$ cat src/logic/datapathPkg.sv
// shared datapath widths, word types, ALU opcode and divider state encodings
package datapathPkg;

   localparam int wordWidth     = 32;
   localparam int numRegs       = 16;
   localparam int divIterations = 32;

   typedef logic [wordWidth-1:0]             dataWord;  // one bus word
   typedef logic [2*wordWidth-1:0]           wideWord;  // Z register and ALU result
   typedef logic [$clog2(numRegs)-1:0]       regIndex;  // register file select
   typedef logic [$clog2(divIterations)-1:0] divCount;  // divider iteration counter

   // ALU operation codes, as driven on opSelect
   typedef enum logic [4:0] {
      opAdd = 5'b00011,
      opSub = 5'b00100,
      opAnd = 5'b00101,
      opOr  = 5'b00110,
      opShl = 5'b00111,
      opMul = 5'b01000,
      opDiv = 5'b01001,
      opShr = 5'b01010,
      opNeg = 5'b01011,
      opNot = 5'b01100
   } aluOp;

   // restoring divider sequencing
   typedef enum logic [1:0] {
      divIdle,
      divBusy,
      divDone
   } divState;

endpackage
$ cat src/logic/registerFile.sv
// general register file, sixteen words with R0 wired to zero
`timescale 1ns/1ps

module registerFile import datapathPkg::*; (
   input  logic    Clock,
   input  logic    arstN,
   input  regIndex RFSelect, // one select shared by read and write
   input  logic    RFin,
   input  dataWord busIn,
   output dataWord readData
);

   dataWord regs [numRegs];

   logic writeEn;

   // R0 is never written and keeps its reset zero
   assign writeEn = RFin && (RFSelect != '0);

   always_ff @(posedge Clock or negedge arstN) begin
      if (!arstN) begin
         for (int i = 0; i < numRegs; i++) begin
            regs[i] <= '0;
         end
      end else if (writeEn) begin
         regs[RFSelect] <= busIn;
      end
   end

   // read side is combinational so the bus sees the register in the same cycle
   assign readData = regs[RFSelect];

endmodule

$ cat config.mk
export PLATFORM = sky130hd
export DESIGN_NAME = registerFile
export DESIGN_NICKNAME = d
export VERILOG_FILES = /design/src/logic/datapathPkg.sv /design/src/logic/registerFile.sv
export SDC_FILE = /design/constraint.sdc
export NUM_CORES = 1
export LEC_CHECK = 0
export BUFFER_PORTS_ARGS = -buffer_cell sky130_fd_sc_hd__buf_2
export CAP_MARGIN = 0
export CORE_MARGIN = 2
export CORE_UTILIZATION = 37
export CTS_CLUSTER_SIZE = 10
export DETAILED_ROUTE_END_ITERATION = 12
export PLACE_DENSITY = 0.55
export SYNTH_ARGS = -nofsm -noshare
export SYNTH_HDL_FRONTEND = slang
export SYNTH_SLANG_ARGS = --single-unit
export TNS_END_PERCENT = 100
$ cat constraint.sdc
create_clock -name Clock -period 2.63 [get_ports Clock]
set_clock_uncertainty 0.05 [all_clocks]
set_input_delay 0.263 -clock Clock [delete_from_list [all_inputs] [get_ports Clock]]
set_output_delay 0.263 -clock Clock [all_outputs]
set_load 0.01 [all_outputs]
=== After elaboration in Yosys (flattened, before gate mapping) ===
Cells that the tools add are included.

* Add/subtract/negate cells: 0
* Multipliers: 0
* Div/mod/pow operators: 0
* Magnitude comparators: 2
* Eq/ne operators: 0
* Shift-type cells: 0
* Mux-type cells: 6
* Bitwise logic cells: 1
* Reductions and logical operators: 3

{| class="wikitable"
|+ Operators with widths
! operator !! count
|-
| $bwmux 512 || 1
|-
| $bmux 32 s4 || 1
|-
| $demux 32 s4 || 1
|-
| $mux 32 || 3
|-
| $ge 5x5->1 const B || 1
|-
| $lt 5x1->1 const B || 1
|-
| $not 4->5 || 1
|-
| $reduce_bool 4->1 || 1
|-
| $logic_and 1x1->1 || 2
|}

* Bits in registers: 512
* Latch bits: 0
* Memory bits (writable): 0
* Memory bits (read-only): 0
* Input bits: 39
* Output and inout port bits: 32
* Memories kept: 0

=== Logic depth before layout (Yosys ltp) ===
* Depth after elaboration: 6
* Gate-level depth with buffers: 6

=== Least setup slack after synthesis ===
OpenSTA, ideal clock, no wires.

* Path type: input to output
* Start: input RFSelect[0]
* End: output readData[0]
* Arrival time: 1.661 ns
* Data required time: 2.317 ns
* Path slack: 0.656 ns
* Stages: 6
* Buffers on the path: 3
* Cells stage by stage: buf_2 -> buf_4 -> buf_2 -> mux4_2 -> a22oi_1 -> nand2_1

* Cells in the longest elaborated chain, start to end: 4

{| class="wikitable"
|+ RTL lines
! what !! RTL line !! text
|-
| start, declared || registerFile.sv:7 || <nowiki>input regIndex RFSelect,</nowiki>
|-
| $not 4->5 (not written as such) || registerFile.sv:31 || <nowiki>assign readData = regs[RFSelect];</nowiki>
|-
| $bmux 32 s4 || registerFile.sv:31 ||
|-
| $mux 32 (not written as such) (2 in series) || registerFile.sv:31 ||
|-
| end, declared || registerFile.sv:10 || <nowiki>output dataWord readData</nowiki>
|}

No other way between the ends. The select of a mux whose other input is x is not followed.

=== Final worst setup path ===
* Start: register regs[294] (netlist name)
* End: output readData[6]

* Cells in the longest elaborated chain, start to end: 3

{| class="wikitable"
|+ RTL lines
! what !! RTL line !! text
|-
| start, declared || registerFile.sv:13 || <nowiki>dataWord regs [numRegs];</nowiki>
|-
| start signal, assigned by index || registerFile.sv:26 || <nowiki>regs[RFSelect] <= busIn;</nowiki>
|-
| $bmux 32 s4 || registerFile.sv:31 ||
|-
| $mux 32 (not written as such) (2 in series) || registerFile.sv:31 ||
|}

No other way between the ends. The select of a mux whose other input is x is not followed.

==> impl_summary.log <==
[metrics] kind of critical path: flop to primary output
[metrics] Final Core Density: 0.428
[metrics] sequence of cells on the critical path: mux4_2 > a22oi_1 > nand2_1 > buf_2
[metrics] Seq/Total Area, Yosys: 0.568
[metrics] area share of the leading cell type in the synthesized netlist: 0.568
[metrics] highest net fanout along the worst path: 2
[metrics] number of max-slew violations in the final report: 0
[metrics] R2R Path End: regs[331]
[metrics] Detail Route Antenna Nets: 0
[metrics] final clock period utilization by the worst path: 0.922
[metrics] total routing usage reported by global routing: 0.178
[metrics] post-DP HPWL: ~33000 um
[metrics] cell count of the worst hold path: 2
[metrics] Die X-Extent: ~250 um
[metrics] minimum clock period: 2.42 ns
[metrics] vertical die dimension: about 250 um
[metrics] Final Hold Vio Count: 0
[metrics] largest registers ranked by flip-flop count: regs: 512 flops
[metrics] worst path arrival time: 2.11 ns
[metrics] area added between synthesis and finish: 14.7%
[metrics] tightest hold margin: ~0.038 ns
[metrics] transition time at the pin with the least slew margin: 0.637 ns
[metrics] depth of the most critical reg-to-reg path: 1
[metrics] total number of yosys warnings: 0
[metrics] Clock Latency Late Sink: 0.62 ns
[metrics] final setup fails: 0
[metrics] Worst IR Drop VDD: 0.000484 V
[metrics] buffer type at the clock tree root: sky130_fd_sc_hd__clkbuf_16
[metrics] kind of launch point of the worst setup path: flop
[metrics] Highest Clock Rate: approximately 410 MHz
[metrics] total of buffers placed on input and output ports: 70
[metrics] Register-to-Register Setup Slack: roughly 1.8 ns
[metrics] I/O pin count: between 70 and 80
[metrics] global-route wire length before repair: ~85000 um
[metrics] terminating pin of the worst hold path: regs[364]
[metrics] setup bufs post-CTS: 0
[metrics] largest register by flop count: regs
[metrics] Worst Path Buf+Inv: 1
[metrics] leakage power summed over all cells: roughly 0.011 uW
[metrics] 1st-iter DRT viols: around 670
[metrics] largest net degree at the start of global routing: roughly 80
[metrics] Top delay family on crit path: multiplexers
[metrics] number of distinct library cells after synthesis: 21
[metrics] DR DRC count: 0
[metrics] vias in the first global route: 13.6k
[metrics] Largest register FFs: between 500 and 600
[metrics] Total Negative Setup Slacks: 0 ns
[metrics] DR vias: between 10k and 15k
[metrics] leading cell type in the layout, fill and taps excluded: sky130_fd_sc_hd__dfrtp_1
[metrics] commonest cells after routing, fill and taps aside: sky130_fd_sc_hd__dfrtp_1, sky130_fd_sc_hd__mux2_2, sky130_fd_sc_hd__mux4_2, sky130_fd_sc_hd__buf_2, sky130_fd_sc_hd__a22oi_1
[metrics] initial core utilization: 0.374
[metrics] top post-synthesis cells by area: sky130_fd_sc_hd__dfrtp_1, sky130_fd_sc_hd__mux2_2, sky130_fd_sc_hd__mux4_2
[metrics] Max transition margin: 0.575
[metrics] last weighted congestion value of the routability-driven placer: between 0.6 and 0.7
[metrics] First-pass DRT Iterations: 5
[metrics] clock buffer depth: 3
[metrics] initial antenna violation count: 4
[metrics] Nets: 1495
[metrics] total number of H-tree levels: 2
[metrics] number of buffers added by the clock tree synthesis step: 58
[metrics] Critical-path top delay cell: sky130_fd_sc_hd__mux4_2
[metrics] RSZ-0062 raised after global routing: no
[metrics] Tightest Hold Check Type: input pin to flop
[metrics] number of gates resized after CTS: 0
[metrics] die footprint: around 0.063 mm^2
[metrics] post-synthesis sequential element count: 512
[metrics] mean cell area of the mapped netlist: 16.1 um^2
[metrics] row count: 90
[metrics] total wirelength of the detailed-routed design: ~55000 um
[metrics] Crit Reg-Reg Startpoint: regs[331]
[metrics] status: complete, no violations
[metrics] core area: just over 0.06 mm^2
[metrics] startpoint of the lowest-slack hold path: busIn[12]
[metrics] Required @ worst endpoint: ~2.3 ns
[metrics] average detailed-routed wire length per instance: about 24 um
[metrics] instance count of the mapped netlist: 1402
[metrics] CTS sink cnt: 512
[metrics] CTS tree: yes
[metrics] Congestion Overflow GR: 0
[metrics] ratio of cells with drive above 1 in the final layout: 0.560
[metrics] vias per inst: roughly 5.5
[metrics] delay of the slowest cell on the worst path: 0.46 ns
[metrics] cell taking the most area after synthesis: sky130_fd_sc_hd__dfrtp_1
[metrics] power density normalized to cell area: between 800 and 900 mW/mm^2
[metrics] type of destination of the critical path: primary output
[metrics] total standard cell area after synthesis: around 0.023 mm^2
[metrics] max-cap check violation count: 0
[metrics] diodes inserted: 0
[metrics] Synth Net Count: ~1.4k
[metrics] clock transition time at the flip-flop clock pins of the worst setup and hold paths: 0.06 ns
[layout make-up]
class | count | area (um^2)
fillers | 5427 | 34500
flip-flops and latches | 512 | 12800
multi-input cells | 730 | 9130
clock buffers | 66 | 1480
repair buffers | 154 | 1360
well taps | 782 | 978
clock inverters | 6 | 96.3
[synthesized netlist by cell type (all sizes together)]
master and n:
and2 1, nand3b 3, clkbuf 90, nand2 33, mux2 480, mux4 128
buf 70, nand2b 3, or3 3, nor2b 2, dfrtp 512, and3 1
nor2 10, a22oi 64, nor3b 1, nand3 1
[power by group]
group / internal (uW) / total [uW] / switching [uW]
combinational: 2290 / 3640 / 1340
sequential: 9600 / 10400 / 832
clock: 4030 / 7110 / 3080
[how the worst max path moves through the flow]
stage	startpoint	end	slack (ns)	depth (start not counted)
global route	regs[294]	readData[6]	0.15	4
finish	regs[294]	readData[6]	0.21	4
detailed placement	RFSelect[0]	readData[15]	0.27	6
global placement	RFSelect[0]	readData[15]	0.26	6
CTS	regs[294]	readData[6]	0.18	4
floorplan	RFSelect[0]	readData[0]	0.66	6
[through the flow]
stage          instance area [um^2]  total power [uW]  setup slack [ns]  std cells
6_report                      25900             21200             0.205       2250
5_1_grt                       25900             22300             0.153       2250
4_1_cts                       25900             21500             0.181       2250
3_5_place_dp                  24200             14200             0.273       2166
3_3_place_gp                  24200             14000             0.258       2166
2_1_floorplan                 22500             13000             0.656       1402
[layer usage]
layer	GRT usage	wire length [um]	up-vias
met5	0	57	-
met4	0.0493	1110	8
met3	0.0309	2090	89
met2	0.297	27100	196
met1	0.240	24200	6748
li1	-	-	5278
[cells by family (layout without fill, tap and decap cells)]
logic type,count (synthesis),after routing,share of synthesized area
buffers and inverters,160,226,0.0315
flip-flops,512,512,0.568
multiplexers,608,608,0.368
AO/OA/AOI/OAI,64,64,0.0213
AND/OR/NAND/NOR,58,58,0.0115
[timing repair]
item,CTS,global route
hold buffers,12,0
setup endpoints to repair,0,0
endpoints found under the hold margin,137,0
Note: power is estimated with default switching activity, not from simulation.
