**src/logic/datapathPkg.sv**
```systemverilog
// shared datapath widths, word types, ALU opcode and divider state encodings
package datapathPkg;

   localparam int wordWidth     = 32;
   localparam int numRegs       = 16;
   localparam int divIterations = 32;

   typedef logic [wordWidth-1:0]             dataWord;  // one bus word
   typedef logic [2*wordWidth-1:0]           wideWord;  // Z register and ALU result
   typedef logic [$clog2(numRegs)-1:0]       regIndex;  // register file select
   typedef logic [$clog2(divIterations)-1:0] divCount;  // divider iteration counter

   // ALU operation codes, as driven on opSelect
   typedef enum logic [4:0] {
      opAdd = 5'b00011,
      opSub = 5'b00100,
      opAnd = 5'b00101,
      opOr  = 5'b00110,
      opShl = 5'b00111,
      opMul = 5'b01000,
      opDiv = 5'b01001,
      opShr = 5'b01010,
      opNeg = 5'b01011,
      opNot = 5'b01100
   } aluOp;

   // restoring divider sequencing
   typedef enum logic [1:0] {
      divIdle,
      divBusy,
      divDone
   } divState;

endpackage
```
**src/logic/aluBus.sv**
```systemverilog
// ALU operand, opcode, start/finished handshake and result bundle with host and unit modports
`timescale 1ns/1ps

interface aluBus import datapathPkg::*; ();

   dataWord a;        // operand a, taken from Y
   dataWord b;        // operand b, taken from the bus
   aluOp    op;
   logic    start;    // sampled on the rising edge
   wideWord result;   // held until the next start
   logic    finished; // high while result is valid

   // the datapath side drives operands and start
   modport host (
      output a,
      output b,
      output op,
      output start,
      input  result,
      input  finished
   );

   // the ALU side returns result and finished
   modport unit (
      input  a,
      input  b,
      input  op,
      input  start,
      output result,
      output finished
   );

endinterface

```
**src/logic/aluUnit.sv**
```systemverilog
// ALU with opcode decode, single-cycle ops, held result and sequential divide
`timescale 1ns/1ps

module aluUnit import datapathPkg::*; (
   input logic Clock,
   input logic arstN,
   aluBus.unit alu
);

   logic    busy;
   logic    divStart;
   logic    divDoneFlag;
   dataWord quotient;
   dataWord remainder;
   wideWord singleResult;
   wideWord product;

   assign divStart = alu.start && (alu.op == opDiv);

   seqDivider divider (
      .Clock     (Clock),
      .arstN     (arstN),
      .start     (divStart),
      .dividend  (alu.a),
      .divisor   (alu.b),
      .quotient  (quotient),
      .remainder (remainder),
      .done      (divDoneFlag)
   );

   assign product = {{wordWidth{1'b0}}, alu.a} * {{wordWidth{1'b0}}, alu.b};

   // one-operand ops work on b, the bus side
   always_comb begin
      case (alu.op)
         opAdd:   singleResult = {{wordWidth{1'b0}}, alu.a + alu.b};
         opSub:   singleResult = {{wordWidth{1'b0}}, alu.a - alu.b};
         opAnd:   singleResult = {{wordWidth{1'b0}}, alu.a & alu.b};
         opOr:    singleResult = {{wordWidth{1'b0}}, alu.a | alu.b};
         opShl:   singleResult = {{wordWidth{1'b0}}, alu.a << alu.b[4:0]};
         opShr:   singleResult = {{wordWidth{1'b0}}, alu.a >> alu.b[4:0]};
         opNeg:   singleResult = {{wordWidth{1'b0}}, -alu.b};
         opNot:   singleResult = {{wordWidth{1'b0}}, ~alu.b};
         opMul:   singleResult = product; // full 64-bit product
         default: singleResult = '0;
      endcase
   end

   // operands and op stay stable from start until finished, so they are read directly
   always_ff @(posedge Clock or negedge arstN) begin
      if (!arstN) begin
         busy       <= 1'b0;
         alu.result <= '0;
      end else if (alu.start) begin
         busy <= 1'b1; // finished drops on the sampling edge
      end else if (busy) begin
         if (alu.op == opDiv) begin
            if (divDoneFlag) begin
               alu.result <= {remainder, quotient}; // remainder high, quotient low
               busy       <= 1'b0;
            end
         end else begin
            alu.result <= singleResult;
            busy       <= 1'b0;
         end
      end
   end

   assign alu.finished = !busy;

   // the result capture relies on the host holding a, b and op until finished
   operandsHeld: assert property (
      @(posedge Clock) disable iff (!arstN)
      busy |-> ($stable(alu.a) && $stable(alu.b) && $stable(alu.op))
   ) else $error("ALU operands changed before finished");

endmodule

```
**src/logic/seqDivider.sv**
```systemverilog
// unsigned restoring divider, one quotient bit per clock over 32 iterations
`timescale 1ns/1ps

module seqDivider import datapathPkg::*; (
   input  logic    Clock,
   input  logic    arstN,
   input  logic    start,     // loads operands on the sampling edge
   input  dataWord dividend,
   input  dataWord divisor,
   output dataWord quotient,  // also the dividend shift register while busy
   output dataWord remainder, // partial remainder while busy
   output logic    done       // high for one cycle in divDone
);

   divState state;
   divCount iterCount;
   dataWord divisorReg;

   logic [wordWidth:0] shifted; // partial remainder with the next dividend bit
   logic [wordWidth:0] trial;
   logic               notBelow;

   always_comb begin
      shifted  = {remainder, quotient[wordWidth-1]};
      trial    = shifted - {1'b0, divisorReg};
      notBelow = (shifted >= {1'b0, divisorReg});
   end

   always_ff @(posedge Clock or negedge arstN) begin
      if (!arstN) begin
         state      <= divIdle;
         iterCount  <= '0;
         quotient   <= '0;
         remainder  <= '0;
         divisorReg <= '0;
      end else begin
         case (state)
            divIdle, divDone: begin
               if (start) begin // load edge
                  quotient   <= dividend;
                  remainder  <= '0;
                  divisorReg <= divisor;
                  iterCount  <= '0;
                  state      <= divBusy;
               end else begin
                  state <= divIdle;
               end
            end
            divBusy: begin
               // restore by keeping the shifted value when the divisor does not fit
               remainder <= notBelow ? trial[wordWidth-1:0] : shifted[wordWidth-1:0];
               quotient  <= {quotient[wordWidth-2:0], notBelow};
               iterCount <= iterCount + 1'b1;
               if (iterCount == divCount'(divIterations - 1)) begin
                  state <= divDone;
               end
            end
            default: state <= divIdle;
         endcase
      end
   end

   // a zero divisor always passes the compare, so quotient ends all ones
   // and the remainder ends equal to the dividend

   assign done = (state == divDone);

   // no back-pressure, the host must wait for finished before a new start
   startWhileBusy: assert property (
      @(posedge Clock) disable iff (!arstN)
      (state == divBusy) |-> !start
   ) else $error("divider started while busy");

endmodule

```
**src/flat_wrapper.sv**
```systemverilog
// flat-port wrapper written by rule: the top's interface ports become plain ports
module aluUnit_flat import datapathPkg::*;
  (Clock, arstN, alu_a, alu_b, alu_op, alu_start, alu_result, alu_finished);
  aluBus alu_i ();
  input logic Clock;
  input logic arstN;
  input wire logic [$bits(alu_i.a)-1:0] alu_a;
  input wire logic [$bits(alu_i.b)-1:0] alu_b;
  input wire logic [$bits(alu_i.op)-1:0] alu_op;
  input wire logic [$bits(alu_i.start)-1:0] alu_start;
  output wire logic [$bits(alu_i.result)-1:0] alu_result;
  output wire logic [$bits(alu_i.finished)-1:0] alu_finished;
  assign alu_i.a = alu_a;
  assign alu_i.b = alu_b;
  assign alu_i.op = alu_op;
  assign alu_i.start = alu_start;
  assign alu_result = alu_i.result;
  assign alu_finished = alu_i.finished;
  aluUnit u_core (.Clock(Clock), .arstN(arstN), .alu(alu_i));
endmodule
```
**config.mk**
```make
export PLATFORM = sky130hd
export DESIGN_NAME = aluUnit_flat
export DESIGN_NICKNAME = d
export VERILOG_FILES = /design/src/logic/datapathPkg.sv /design/src/logic/aluBus.sv /design/src/logic/aluUnit.sv /design/src/logic/seqDivider.sv /design/src/flat_wrapper.sv
export SDC_FILE = /design/constraint.sdc
export NUM_CORES = 2
export LEC_CHECK = 0
export BUFFER_PORTS_ARGS = -buffer_cell sky130_fd_sc_hd__clkbuf_2
export CAP_MARGIN = 40
export CELL_PAD_IN_SITES_DETAIL_PLACEMENT = 0
export CELL_PAD_IN_SITES_GLOBAL_PLACEMENT = 2
export CORE_ASPECT_RATIO = 1.75
export CORE_MARGIN = 1
export CORE_UTILIZATION = 35
export DETAILED_ROUTE_END_ITERATION = 7
export GPL_TIMING_DRIVEN = 0
export PLACE_DENSITY = 0.74
export SLEW_MARGIN = 10
export SYNTH_ARGS = -nofsm -noshare
export SYNTH_HDL_FRONTEND = slang
export SYNTH_HIERARCHICAL = 1
export SYNTH_SLANG_ARGS = --single-unit
```
**constraint.sdc**
```tcl
create_clock -name Clock -period 2.8 [get_ports Clock]
set_input_delay 0.28 -clock Clock [delete_from_list [all_inputs] [get_ports Clock]]
set_output_delay 0.28 -clock Clock [all_outputs]
set_load 0.01 [all_outputs]
```
# Yosys cells after proc, flatten, opt, wreduce, memory -nomap -nowiden
# Index checks and enable logic that the tools add are counted.
dict set report totals {
  register_bits 168
  output_inout_bits 65
}
dict set report classes {
  n_eq_ne 16
  magnitude_cmp 1
  n_bitwise 4
  muxes 17
  n_shift 2
  mul 1
  addsub 5
  n_reduce_logical 8
}
# operator n
set ops {}
lappend ops {{$pmux 64 s9} 1}
lappend ops {{$mux 64} 2}
lappend ops {{$pmux 32 s2} 2}
lappend ops {{$mux 32} 3}
lappend ops {{$mul 32x32->64} 1}
lappend ops {{$sub 32x32->32} 2}
lappend ops {{$ge 33x32->1} 1}
lappend ops {{$add 32x32->32} 1}
lappend ops {{$and 32x32->32} 1}
lappend ops {{$neg 32->32} 1}
lappend ops {{$not 32->32} 1}
lappend ops {{$or 32x32->32} 1}
lappend ops {{$shl 32x5->32} 1}
lappend ops {{$shr 32x5->32} 1}
lappend ops {{$eq 5x4->1 const B} 5}
lappend ops {{$eq 5x3->1 const B} 4}
lappend ops {{$pmux 5 s2} 1}
lappend ops {{$add 5x1->5 const B} 1}
lappend ops {{$eq 5x2->1 const B} 1}
lappend ops {{$eq 5x5->1 const B} 1}
lappend ops {{$mux 1} 5}
lappend ops {{$mux 5} 1}
lappend ops {{$ne 2x1->1 const B} 2}
lappend ops {{$pmux 2 s2} 1}
lappend ops {{other kinds (12)} 13}

# Longest topological paths before layout
dict set report depth {
  depth_word 5
  mapped_depth 32
  ltp_nobuf 28
}

# By module
# The synthesis kept the hierarchy.
# module area_each_um2 cells_each seq_area_each_um2 instances
set by_module_without_submodules {}
lappend by_module_without_submodules {aluUnit 42180.5 5153 1626.6 1}
lappend by_module_without_submodules {seqDivider 6024.5 695 2577.5 1}

# Worst setup path after synthesis
# OpenSTA, ideal clock, no wires.
dict set report synth_path {
  path_kind {input -> register}
  startpoint {in alu_b[2]}
  endpoint {reg u_core.alu.result[45]}
  slack_ns -5.753
  arrival_time_ns 8.427
  setup_time_ns 0.126
  cell_stages 32
  cell_sequence {clkbuf_1 > inv_2 > buf_1 > buf_1 > clkbuf_1 > buf_1 > nor2_1 > fa_1 > inv_1 > fa_1 > fa_1 > fa_1 > inv_1 > fa_1 > inv_1 > fa_1 > inv_1 > fa_1 > fa_1 > ha_1 > clkbuf_1 > a21o_1 > a21o_1 > a21oi_1 > o21ai_0 > nor3_1 > a31oi_1 > o21ai_0 > o21bai_1 > xor2_1 > a221oi_1 > nor2_1}
}
dict set report synth_between {
  elab_chain_len 3
}
# element line_no
set synth_lines {}
lappend synth_lines {{start, declared} flat_wrapper.sv:8} ;# input wire logic [$bits(alu_i.b)-1:0] alu_b;
lappend synth_lines {{$mul 32x32->64} aluUnit.sv:31} ;# assign product = {{wordWidth{1'b0}}, alu.a} * {{wordWidth{1'b0}}, alu.b};
lappend synth_lines {{$pmux 64 s9} aluUnit.sv:35} ;# case (alu.op)
lappend synth_lines {{$mux 64} aluUnit.sv:57} ;# if (alu.op == opDiv) begin
lappend synth_lines {{end signal, assigned} aluUnit.sv:59} ;# alu.result <= {remainder, quotient};
lappend synth_lines {{end signal, assigned} aluUnit.sv:63} ;# alu.result <= singleResult;
lappend synth_lines {{end, declared} aluBus.sv:29} ;# output result,
# Every way passes these cells.
# A chain may end at the register's enable or synchronous reset.

# Final worst setup path
dict set report layout_path {
  startpoint {in alu_b[23]}
  endpoint {reg u_core.alu.result[54]}
}
# Same word-level chain as after synthesis.

==> run_results.csv <==
group,metric,value,unit
outcome,outcome,"finished with violations",
outcome,violations,"setup timing",
routing,drc,0,
routing,wl_per_cell,35.35,um
routing,vias_per_cell,5.741,
yosys,yosys.area.top_type,"fa_1",
clock_network,cts.sinks,168,
setup_path,end_kind,"flop",
yosys,ys_types,88,
global_route,grt_pass1_vias,50403,
finish,layout_commonest_cell,"inv_1",
setup_path,crit_top_cell,"fa_2",
floorplan,die_h,492.9,um
routing,drt-initial-drc-count,3533,
timing,rsz0062_at_grt,"true",
routing,vias,47375,
finish,syn_to_final_growth,30.25,%
clock_network,root_buffer,"clkbuf_16",
placed_design,dp_hpwl,243.5,mm
placed_design,gp_congestion,1.042,
finish,nets,7784,
global_route,track_usage,42.30,%
clock_network,cts_tree,"yes",
timing,fin_crit_sh,278.0,%
yosys,synth_area_per_cell,8.243,um^2
yosys,syn-cell-area,0.04820,mm^2
global_route,grt-ovfl-total,0,
finish,final_layout_size_suffix_gt1_share,23.40,%
timing,setup_ws,-4983,ps
placed_design,dpl.cell_count,7929,
timing,worst_slew_pin_slew,1003,ps
floorplan,io_pins,137,
setup_path,crit_slowest_cell,"fa_2",
yosys,synth_top_cell_area_share,37.29,%
clock_network,insertion_delay,520,ps
setup_path,critPathMaxFanout,8,
worst_hold_path,hold_path_depth,3,
floorplan,die_w,282.5,um
timing,whs,38.56,ps
yosys,synth_edf_count,0,
yosys,ys_seq_area_share,8.721,%
setup_path,rr_endpoint,"u_core/alu.result[55]",
yosys,yosys_warnings,6,
timing,clock-skew-final,26.51,ps
timing,fin_tns_setup,-258220,ps
finish,stdcell_count,8252,
routing,ant_nets,0,
floorplan,start_util,35.34,%
worst_hold_path,min_to,"u_core/divider/quotient[11]",
routing,firstDrtPassIters,7,
setup_path,r2r_slack,-470,ps
worst_hold_path,min_path_type,"primary input to flop",
floorplan,rows,179,
global_route,grt_start_max_net_pins,76,
yosys,yosys_register_bits,168,
clock_network,clockBufferDepth,2,
clock_network,path_clk_slew,90,ps
timing,setup_violations,94,
floorplan,coreArea,0.1364,mm^2
setup_path,path_class,"primary input to flop",
finish,final_cell_mix,"inv_1 (887), fa_1 (836), nor2_1 (752)",
setup_path,cp_data_arrival_time,8170,ps
global_route,antenna_found_initial,17,
clock_network,cts_buffers,17,
flow_run,drv_cap,0,
yosys,yosys-top-cells-area,"fa_1 (37%), ha_1 (10%), dfrtp_1 (8.7%)",
yosys,synth_cells,5848,
timing,slew_headroom,33.13,%
setup_path,cpPeakStageDelay,610,ps
global_route,grt_pass1_wl,398.7,mm
timing,hold_viol,0,
yosys,async_flop_share,100.0,%
timing,layout_min_cycle_time,7783,ps
yosys,synth_fp_nets,7213,
routing,totalWireLength,291.7,mm
setup_path,cp-start-kind,"primary input",
timing,max_freq,0.1285,GHz
setup_path,reg2reg_depth,8,
setup_path,timing.rr.start,"u_core/divider/state[1]",
floorplan,die_area,0.1393,mm^2
placed_design,port-buffer-count,136,
worst_hold_path,holdCritStartpoint,"alu_a[11]",
timing,slew_violations,0,
setup_path,crit_required,3190,ps
placed_design,place_ws,-7502,ps
yosys,synthFlopType,"dfrtp_1",
clock_network,htree_num_levels,4,
[synth_stat cells, types with 9 or more instances]
cell       number
inv_1         968
fa_1          898
nor2_1        854
nand2_1       717
ha_1          395
clkbuf_1      271
a21oi_1       237
o21ai_0       222
dfrtp_1       168
a21o_1         93
mux2i_1        90
xnor2_1        84
buf_1          77
nand4_1        54
nand3_1        52
a22oi_1        45
xor2_1         44
a221oi_1       43
o22ai_1        33
nand2b_1       31
nor3_1         30
nor2b_1        29
and3_1         28
o21ai_1        28
a211oi_1       26
a31oi_1        26
o21bai_1       24
o211ai_1       19
and2_1         15
clkinv_1       14
o221ai_1       14
a22o_1         13
o31ai_1        13
nor4_1         12
o21a_1         12
or3_1          11
a211o_1        10
buf_2          10
o2111ai_1      10
mux2_2          9
[routing by layer]
| metal | track usage [%] | up-vias | share of wire [%] |
|---|---|---|---|
| li1 | - | 19675 | - |
| met2 | 71.89 | 2249 | 48 |
| met3 | 7.613 | 1032 | 6.2 |
| met1 | 42.48 | 24411 | 32 |
| met4 | 42.52 | 8 | 13 |
| met5 | 0 | - | 0.020 |
[worst max-delay path by stage]
| stage | from | endpoint | cells after the start |
|---|---|---|---|
| final | alu_b[23] | u_core/alu.result[54] | 29 |
| after global routing | alu_a[8] | u_core/alu.result[54] | 31 |
| after CTS | alu_b[3] | u_core/alu.result[54] | 34 |
| after detailed placement | alu_b[0] | u_core/alu.result[40] | 27 |
| after global placement | alu_a[0] | u_core/alu.result[47] | 28 |
| after floorplan | alu_b[2] | u_core/alu.result[54] | 29 |
[worst max-delay path, delay by kind of cell]
kind,cells,cell delay (ps)
adders and majority gates,9,4160
AOI/OAI and AO/OA,9,1860
buffers and inverters,8,1450
and+or+nand+nor,2,210
xor gates and xnor gates,1,150
[flip-flops by register name, indices dropped and copies added, names as in the netlist]
signal	flops
u_core/divider/quotient	32
u_core/divider/state	2
u_core/divider/remainder	32
u_core/busy	1
u_core/divider/iterCount	5
u_core/alu.result	64
u_core/divider/divisorReg	32
[cell families (layout without fill, tap and decap cells)]
family | Yosys count | after routing | share of synthesized area [%]
xor gates and xnor gates | 128 | 128 | 2.326
DFF | 168 | 168 | 8.721
AOI/OAI and AO/OA | 954 | 954 | 12.78
buffers and inverters | 1343 | 1927 | 10.48
muxes | 103 | 103 | 2.266
other | 0 | 10 | 0
and+or+nand+nor | 1859 | 1859 | 15.87
adders and majority gates | 1293 | 1293 | 47.55
[per-stage QoR]
| stage | util, % | instance area (um^2) |
|---|---|---|
| CTS | 44.58 | 60800 |
| floorplan | - | 49050 |
| global route | 46.03 | 62780 |
| detailed placement | 39.40 | 53740 |
| finish | 46.03 | 62790 |
| global placement | 38.12 | 51990 |
[final cells by class]
type,instances,area (um^2)
inverters,985,4004
diodes,10,25.02
fillers,13580,73610
clock buffers,17,425.4
plain buffers,333,3219
clock inverters,15,178.9
repair buffers,577,5757
flip-flops and latches,168,4215
well taps,1810,2265
multi-input cells,4337,42700
[timing repair]
item | 4_1_cts | 5_1_grt
resized for setup | 1092 | 417
cloned | 2 | 1
buffers inserted | 237 | 78
endpoints found under the hold margin | 39 | 0
hold buffers | 2 | 0
pin swaps | 243 | 218
setup endpoints to repair | 166 | 160
Power is not shown: default switching activity piles up to over one toggle a cycle in this logic, so the estimate is an artifact.
